File: src/source/div_pkg.sv
package div_pkg;

    // ******************************
    // widths
    // ******************************
    localparam int div_width     = 32;
    localparam int div_steps     = div_width;  // one quotient bit per step.
    localparam int div_cnt_width = 6;

    // ******************************
    // encodings
    // ******************************
    typedef enum logic {
        div_op_unsigned = 1'b0,
        div_op_signed   = 1'b1
    } div_op_e;

    typedef enum logic [1:0] {
        st_idle = 2'd0,
        st_run  = 2'd1,
        st_hold = 2'd2
    } div_core_state_e;

    // ******************************
    // payloads between the stages
    // ******************************
    typedef struct packed {
        div_op_e                op;
        logic [div_width-1:0]   dividend;
        logic [div_width-1:0]   divisor;
    } div_req_t;

    typedef struct packed {
        logic [div_width-1:0]   dividend_abs;
        logic [div_width-1:0]   divisor_abs;
        logic                   quot_neg;
        logic                   rem_neg;
    } div_work_t;

    typedef struct packed {
        logic [div_width-1:0]   quot_mag;
        logic [div_width-1:0]   rem_mag;
        logic                   quot_neg;
        logic                   rem_neg;
    } div_raw_t;

    typedef struct packed {
        logic [div_width-1:0]   quotient;
        logic [div_width-1:0]   remainder;
    } div_result_t;

endpackage

File: src/source/div_operand_prep.sv
`timescale 1ns/1ps

module div_operand_prep import div_pkg::*; (
    input  logic      clk,
    input  logic      rst_n,
    input  logic      in_req,
    input  div_req_t  in_data,
    output logic      in_ack,
    output logic      work_req,
    output div_work_t work_data,
    input  logic      work_ack
);

    logic                 dividend_sign;
    logic                 divisor_sign;
    logic [div_width-1:0] dividend_abs;
    logic [div_width-1:0] divisor_abs;
    logic                 accept;
    div_work_t            work_next;

    // ******************************
    // operand conditioning
    // ******************************
    // sign bits only count for signed ops.
    assign dividend_sign = (in_data.op == div_op_signed) && in_data.dividend[div_width-1];
    assign divisor_sign  = (in_data.op == div_op_signed) && in_data.divisor[div_width-1];

    assign dividend_abs = dividend_sign ? (~in_data.dividend + 1'b1) : in_data.dividend;
    assign divisor_abs  = divisor_sign ? (~in_data.divisor + 1'b1) : in_data.divisor;

    always_comb begin
        work_next.dividend_abs = dividend_abs;
        work_next.divisor_abs  = divisor_abs;
        work_next.quot_neg     = dividend_sign ^ divisor_sign;
        work_next.rem_neg      = dividend_sign;  // remainder follows the dividend.
    end

    // ******************************
    // handshakes
    // ******************************
    // the buffer is full while work_req is high; the core must also have
    // dropped its ack from the previous transfer before a new req goes out.
    assign accept = in_req && !in_ack && !work_req && !work_ack;

    always_ff @(posedge clk or negedge rst_n) begin
        if (!rst_n) begin
            in_ack <= 1'b0;
        end else if (accept) begin
            in_ack <= 1'b1;
        end else if (in_ack && !in_req) begin
            in_ack <= 1'b0;  // phase four on the request port.
        end
    end

    always_ff @(posedge clk or negedge rst_n) begin
        if (!rst_n) begin
            work_req <= 1'b0;
        end else if (accept) begin
            work_req <= 1'b1;
        end else if (work_req && work_ack) begin
            work_req <= 1'b0;  // core has captured the entry, buffer is free.
        end
    end

    always_ff @(posedge clk) begin
        if (accept) begin
            work_data <= work_next;
        end
    end

endmodule

File: src/source/div_iter_core.sv
`timescale 1ns/1ps

module div_iter_core import div_pkg::*; (
    input  logic      clk,
    input  logic      rst_n,
    input  logic      work_req,
    input  div_work_t work_data,
    output logic      work_ack,
    output logic      raw_req,
    output div_raw_t  raw_data,
    input  logic      raw_ack
);

    div_core_state_e            state;
    logic [div_cnt_width-1:0]   cnt;
    logic [2*div_width-1:0]     prem;      // upper half is the running remainder.
    logic [div_width-1:0]       divisor_r;
    logic [div_width-1:0]       quot;
    logic                       quot_neg_r;
    logic                       rem_neg_r;

    logic                       start;
    logic                       last_step;
    logic [div_width:0]         trial_hi;
    logic [div_width+1:0]       trial_diff;
    logic                       q_bit;
    logic [div_width-1:0]       next_hi;

    assign start     = (state == st_idle) && work_req && !work_ack;
    assign last_step = (cnt == div_cnt_width'(div_steps - 1));

    // ******************************
    // one restoring step
    // ******************************
    // the shifted remainder can be one bit wider than the divisor.
    assign trial_hi   = prem[2*div_width-1:div_width-1];
    assign trial_diff = {1'b0, trial_hi} - {2'b00, divisor_r};
    assign q_bit      = !trial_diff[div_width+1];  // keep the difference when not negative.
    assign next_hi    = q_bit ? trial_diff[div_width-1:0] : trial_hi[div_width-1:0];

    always_ff @(posedge clk) begin
        if (start) begin
            prem       <= {{div_width{1'b0}}, work_data.dividend_abs};
            divisor_r  <= work_data.divisor_abs;
            quot       <= '0;
            quot_neg_r <= work_data.quot_neg;
            rem_neg_r  <= work_data.rem_neg;
        end else if (state == st_run) begin
            prem <= {next_hi, prem[div_width-2:0], 1'b0};
            quot <= {quot[div_width-2:0], q_bit};
        end
    end

    // ******************************
    // control
    // ******************************
    always_ff @(posedge clk or negedge rst_n) begin
        if (!rst_n) begin
            state    <= st_idle;
            cnt      <= '0;
            work_ack <= 1'b0;
            raw_req  <= 1'b0;
        end else begin
            if (start) begin
                work_ack <= 1'b1;
            end else if (work_ack && !work_req) begin
                work_ack <= 1'b0;
            end

            case (state)
                st_idle: begin
                    if (start) begin
                        cnt   <= '0;
                        state <= st_run;
                    end
                end
                st_run: begin
                    cnt <= cnt + 1'b1;
                    if (last_step) begin
                        state   <= st_hold;
                        raw_req <= 1'b1;
                    end
                end
                st_hold: begin
                    if (raw_req && raw_ack) begin
                        raw_req <= 1'b0;
                    end else if (!raw_req && !raw_ack) begin
                        state <= st_idle;  // full four-phase cycle done.
                    end
                end
                default: state <= st_idle;
            endcase
        end
    end

    always_comb begin
        raw_data.quot_mag = quot;
        raw_data.rem_mag  = prem[2*div_width-1:div_width];
        raw_data.quot_neg = quot_neg_r;
        raw_data.rem_neg  = rem_neg_r;
    end

    // ******************************
    // assertions
    // ******************************
    a_cnt_range: assert property (@(posedge clk) disable iff (!rst_n)
        cnt <= div_cnt_width'(div_steps));

    a_raw_stable: assert property (@(posedge clk) disable iff (!rst_n)
        $past(raw_req) && raw_req |-> $stable(raw_data));

    a_ack_idle: assert property (@(posedge clk) disable iff (!rst_n)
        $rose(work_ack) |-> $past(state) == st_idle);

endmodule

File: src/source/div_result_fix.sv
`timescale 1ns/1ps

module div_result_fix import div_pkg::*; (
    input  logic        clk,
    input  logic        rst_n,
    input  logic        raw_req,
    input  div_raw_t    raw_data,
    output logic        raw_ack,
    output logic        out_req,
    output div_result_t out_data,
    input  logic        out_ack
);

    logic        out_free;
    logic        take;
    div_result_t fixed;

    // ******************************
    // sign correction
    // ******************************
    always_comb begin
        if (raw_data.quot_neg) begin
            fixed.quotient = ~raw_data.quot_mag + 1'b1;
        end else begin
            fixed.quotient = raw_data.quot_mag;
        end
        if (raw_data.rem_neg) begin
            fixed.remainder = ~raw_data.rem_mag + 1'b1;
        end else begin
            fixed.remainder = raw_data.rem_mag;
        end
    end

    // ******************************
    // handshakes
    // ******************************
    // free only after the consumer has completed its side of the exchange.
    assign out_free = !out_req && !out_ack;
    assign take     = raw_req && !raw_ack && out_free;

    always_ff @(posedge clk or negedge rst_n) begin
        if (!rst_n) begin
            raw_ack <= 1'b0;
        end else if (take) begin
            raw_ack <= 1'b1;
        end else if (raw_ack && !raw_req) begin
            raw_ack <= 1'b0;
        end
    end

    always_ff @(posedge clk or negedge rst_n) begin
        if (!rst_n) begin
            out_req <= 1'b0;
        end else if (take) begin
            out_req <= 1'b1;
        end else if (out_req && out_ack) begin
            out_req <= 1'b0;  // result taken.
        end
    end

    always_ff @(posedge clk) begin
        if (take) begin
            out_data <= fixed;
        end
    end

    // ******************************
    // assertions
    // ******************************
    a_out_hold: assert property (@(posedge clk) disable iff (!rst_n)
        out_req && !out_ack |=> out_req && $stable(out_data));

endmodule

File: src/source/div_unit_top.sv
`timescale 1ns/1ps

module div_unit_top import div_pkg::*; (
    input  logic        clk,
    input  logic        rst_n,
    input  logic        in_req,
    input  div_req_t    in_data,
    output logic        in_ack,
    output logic        out_req,
    output div_result_t out_data,
    input  logic        out_ack
);

    // ******************************
    // inter-stage links
    // ******************************
    logic      work_req;
    div_work_t work_data;
    logic      work_ack;

    logic      raw_req;
    div_raw_t  raw_data;
    logic      raw_ack;

    // absolute values and sign flags.
    div_operand_prep u_operand_prep (
        .clk       (clk),
        .rst_n     (rst_n),
        .in_req    (in_req),
        .in_data   (in_data),
        .in_ack    (in_ack),
        .work_req  (work_req),
        .work_data (work_data),
        .work_ack  (work_ack)
    );

    // 32 step restoring divide.
    div_iter_core u_iter_core (
        .clk       (clk),
        .rst_n     (rst_n),
        .work_req  (work_req),
        .work_data (work_data),
        .work_ack  (work_ack),
        .raw_req   (raw_req),
        .raw_data  (raw_data),
        .raw_ack   (raw_ack)
    );

    // signs applied, result held for the consumer.
    div_result_fix u_result_fix (
        .clk       (clk),
        .rst_n     (rst_n),
        .raw_req   (raw_req),
        .raw_data  (raw_data),
        .raw_ack   (raw_ack),
        .out_req   (out_req),
        .out_data  (out_data),
        .out_ack   (out_ack)
    );

endmodule

File: config.mk
export PLATFORM = sky130hd
export DESIGN_NAME = div_unit_top
export DESIGN_NICKNAME = d
export VERILOG_FILES = /design/src/source/div_pkg.sv /design/src/source/div_operand_prep.sv /design/src/source/div_iter_core.sv /design/src/source/div_result_fix.sv /design/src/source/div_unit_top.sv
export SDC_FILE = /design/constraint.sdc
export NUM_CORES = 1
export LEC_CHECK = 0
export BUFFER_PORTS_ARGS = -buffer_cell sky130_fd_sc_hd__buf_2
export CAP_MARGIN = 10
export CORE_ASPECT_RATIO = 1.2
export CORE_MARGIN = 2
export CORE_UTILIZATION = 35
export CTS_BUF_LIST = sky130_fd_sc_hd__clkbuf_4 sky130_fd_sc_hd__clkbuf_8
export CTS_CLUSTER_DIAMETER = 150
export DETAILED_ROUTE_END_ITERATION = 10
export SLEW_MARGIN = 20
export SYNTH_ARGS = -nofsm -noshare
export SYNTH_HDL_FRONTEND = slang
export SYNTH_SLANG_ARGS = --single-unit
File: constraint.sdc
create_clock -name clk -period 17 [get_ports clk]
set_input_delay 1.7 -clock clk [delete_from_list [all_inputs] [get_ports clk]]
set_output_delay 1.7 -clock clk [all_outputs]
set_load 0.02 [all_outputs]
==> flow_summary.toml <==
[cts]
cts_setup_buffers = 0
cts_tree = "built"
htreeDepth = 2
cts_resized = 0
ctsHoldBuffers = 0
clock_sinks = 274
clock_path_buffers = 3
root_buffer = "clkbuf_8"
clk_latency_ps = 580
clk_pin_slew_worst_paths_ps = 70
cts_buffers = 44

[critical_path]
crit_chain = "ha_1, a21oi_1, o21ai_0, or4b_1, o21ai_1, o211a_1, nor2_1, a221oi_1, a21oi_1"
path_common_cell = "a21oi_1"
cp_slowest_cell = "o211a_1"
cp.required_ps = 17430
arrival_ps = 4100
startpoint = "u_iter_core.prem[39]$_SDFFE_PP0P_"
worstSetupPathType = "flip-flop to flip-flop"
cp-start-kind = "flip-flop"
cp_max_fo = 32
r2r-start = "u_iter_core.prem[39]$_SDFFE_PP0P_"
critical_path.max_stage_delay_ps = 910
worst_setup_path_end_kind = "flip-flop"

[synthesis]
yosys_register_bits = 274
synth_fa_ha_area_share_pct = 3.53
synth_mux_area_share_pct = 0.513
synth_edf_count = 196
synthesis.area_um2 = 13700
ys_warn_count = 0
netlist_instances = 1306
avgSynthCellArea_um2 = 10.5
synth_top_flop_cell = "edfxtp_1"
synth-async-reset-ratio_pct = 5.11
synth_compound_area_share_pct = 14.4
synthDistinctLibCells = 67
syn_nets = 1413
yosysSeqAreaShare_pct = 55.0
synth-xor-area-share_pct = 8.97
yosys.area_share.simple_pct = 14.8
synth_top_family_by_area = "simple AND/OR/NAND/NOR gates"

[power_and_ir_drop]
sw_frac_of_total_pct = 37.4
p_per_area_nw_per_um2 = 174
internal-power_mw = 1.72
p_comb_share_pct = 37.4
vdd.ir_drop.worst_v = 0.0000600
seq_power_share_pct = 42.0
power.total_mw = 2.75
cellLeakagePower_nw = 6.13
switching_power_mw = 1.03
clkPwrFrac_pct = 20.6

[grt]
antenna_found_initial = 0
grt_first_pass_wirelength_um = 46800
grt_pass1_vias = 9505
grt_overflow = 0
grt_util_all_layers_pct = 14.1
grt_max_degree = 77

[placement]
dp_hpwl_um = 20100
io_buffers = 134
place_congestion = 0.826

[floorplan]
die_width_um = 184
ioPinCount = 135
dieHeight_um = 220
core-area_um2 = 38600
die-area_um2 = 40700
rows = 79
start_util_pct = 35.4

[finish]
syn_to_final_growth_pct = 15.4
final_nets = 1552
num_antenna_cells = 0
drive_above_1_share_pct = 16.5

[sta]
fmax_mhz = 272
maxSlewViolCount = 0
rsz0062_at_grt = "no"
period_minus_slack_ps = 3680
period_share_pct = 21.6
setup_violations = 0
fin_tns_setup_ps = 0
relSlewSlack_pct = 31.4
skew_ps = 40.7
tightestPinTransition_ps = 1030
hold_violations = 0

[job]
cap_violations = 0

[routing]
drc = 0
drt_first_iter_violations = 619
ant_nets = 0
firstDrtPassIters = 5
wl_um = 28600
vias_per_cell = 4.87
drt-wirelength-per-cell_um = 14.2
vias = 9762

[min_path]
hp-start = "u_operand_prep.work_data[17]$_DFFE_PP_"
worst_hold_path_type = "flip-flop to flip-flop"

[status]
status = "finished, final reports clean"
state kept, by name, summed over array words and instances (netlist names), 2 cells and up:
signal and cells:
u_operand_prep.work_data 66, u_iter_core.prem 64, u_result_fix.out_data 64, u_iter_core.divisor_r 32, u_iter_core.quot 32, u_iter_core.cnt 6
u_iter_core.state 2
cells in the mapped netlist, types with 4 or more instances:
master / count / share of area (%)
o41ai_1: 15 / 0.96
mux2i_1: 7 / 0.51
and2_1: 11 / 0.50
o31ai_1: 28 / 1.5
nor2_1: 68 / 1.9
a21oi_1: 78 / 2.9
dfxtp_1: 64 / 9.4
buf_1: 4 / 0.11
edfxtp_1: 196 / 43
xor2_1: 31 / 2.0
ha_1: 37 / 3.4
inv_1: 50 / 1.4
o21ai_0: 104 / 3.8
nand3_1: 18 / 0.66
clkbuf_1: 41 / 1.1
nand4_1: 6 / 0.27
o211ai_1: 5 / 0.27
nor4_1: 7 / 0.32
a21o_1: 20 / 1.1
a211oi_1: 13 / 0.71
nor3_1: 17 / 0.62
a31oi_1: 7 / 0.32
o21a_1: 8 / 0.44
o21ai_1: 5 / 0.18
or4_1: 12 / 0.66
buf_2: 4 / 0.15
xnor2_1: 109 / 7.0
nand2b_1: 9 / 0.41
or3_1: 12 / 0.55
and3_1: 11 / 0.50
nand2_1: 230 / 6.3
nor2b_1: 8 / 0.37
nand3b_1: 4 / 0.22
dfrtp_1: 14 / 2.6
power by group through the flow:
stage	registers (mW)	clock network [mW]	logic (mW)
2_1_floorplan	1.14	0	0.798
3_3_place_gp	1.16	0	1.01
3_5_place_dp	1.17	0	1.03
4_1_cts	1.15	0.590	1.03
5_1_grt	1.18	0.617	1.16
6_report	1.15	0.565	1.03
critical path: cells and delay by family, from the launching register on:
kind                     cells  cell delay, ps
adder cells (fa/ha/maj)      1             350
AO/OA/AOI/OAI                6            2080
flip-flops                   1             510
AND/OR/NAND/NOR              2             600
layout by cell type, fill, tap and decap left out, types with 4 or more instances in the layout:
cell type and count:
nor2_1 68, o211ai_1 5, xor2_1 31, dfxtp_1 64, o31ai_1 28, nand2b_1 8, nand3_1 18, o21a_1 8
inv_1 49, dfrtp_1 14, clkbuf_4 16, edfxtp_1 196, a21oi_1 78, o41ai_1 15, a21o_1 20, and3_1 10
clkinv_1 6, o21ai_0 104, or3_1 12, buf_4 8, nor4_1 7, ha_1 37, clkinv_2 8, nand3b_1 4
clkbuf_8 48, xnor2_1 109, o21ai_1 5, and2_1 11, buf_2 134, nor2b_1 7, a31oi_1 7, or4_1 12
a211oi_1 13, mux2i_1 7, nand2_1 230, nand4_1 6, nor3_1 17
cell families after synthesis:
family,Yosys count
AOI/OAI and AO/OA,315
xor gates and xnor gates,140
adders and majority gates,38
buffers and inverters,99
DFF,274
muxes,7
and+or+nand+nor,433
through the flow:
stage	std cells	area, µm²	hold WS [ps]	worst slack (ps)	util [%]
after detailed placement	1925	14900	405	12820	38.5
final	2005	15800	402	13320	40.8
after CTS	2005	15800	397	13290	40.8
after global routing	2005	15800	416	13000	40.8
after global placement	1925	14900	402	12930	38.5
after floorplan	1306	13700	400	7950	-
cell type report:
cell class | count | area, µm²
fillers | 3789 | 22900
flip-flops and latches | 274 | 7520
multi-input cells | 933 | 5790
clock buffers | 64 | 781
repair buffers | 142 | 731
well taps | 526 | 658
inverters | 50 | 189
clock inverters | 16 | 104
per-layer routing:
| layer | vias to the layer above | wire length, µm | GRT usage, % |
|---|---|---|---|
| met5 | - | 0 | 0 |
| met1 | 4513 | 13100 | 17.8 |
| li1 | 5001 | - | - |
| met2 | 198 | 13200 | 23.5 |
| met4 | 0 | 690 | 5.20 |
| met3 | 50 | 1530 | 3.51 |
path summary, 6_finish.rpt:
check	endpoint	slack [ps]	cells after the start
max	u_iter_core.prem[55]$_SDFFE_PP0P_	13320	9
min	u_iter_core.divisor_r[15]$_DFFE_PP_	400	0
max reg2reg	u_iter_core.prem[55]$_SDFFE_PP0P_	13320	9
min reg2reg	u_iter_core.divisor_r[15]$_DFFE_PP_	400	0
max in group asynchronous	u_iter_core.state[0]$_DFFE_PN0P_	15730	1
min in group asynchronous	u_iter_core.state[1]$_DFFE_PN0P_	1020	1
Note: power is estimated with default switching activity, not from simulation.
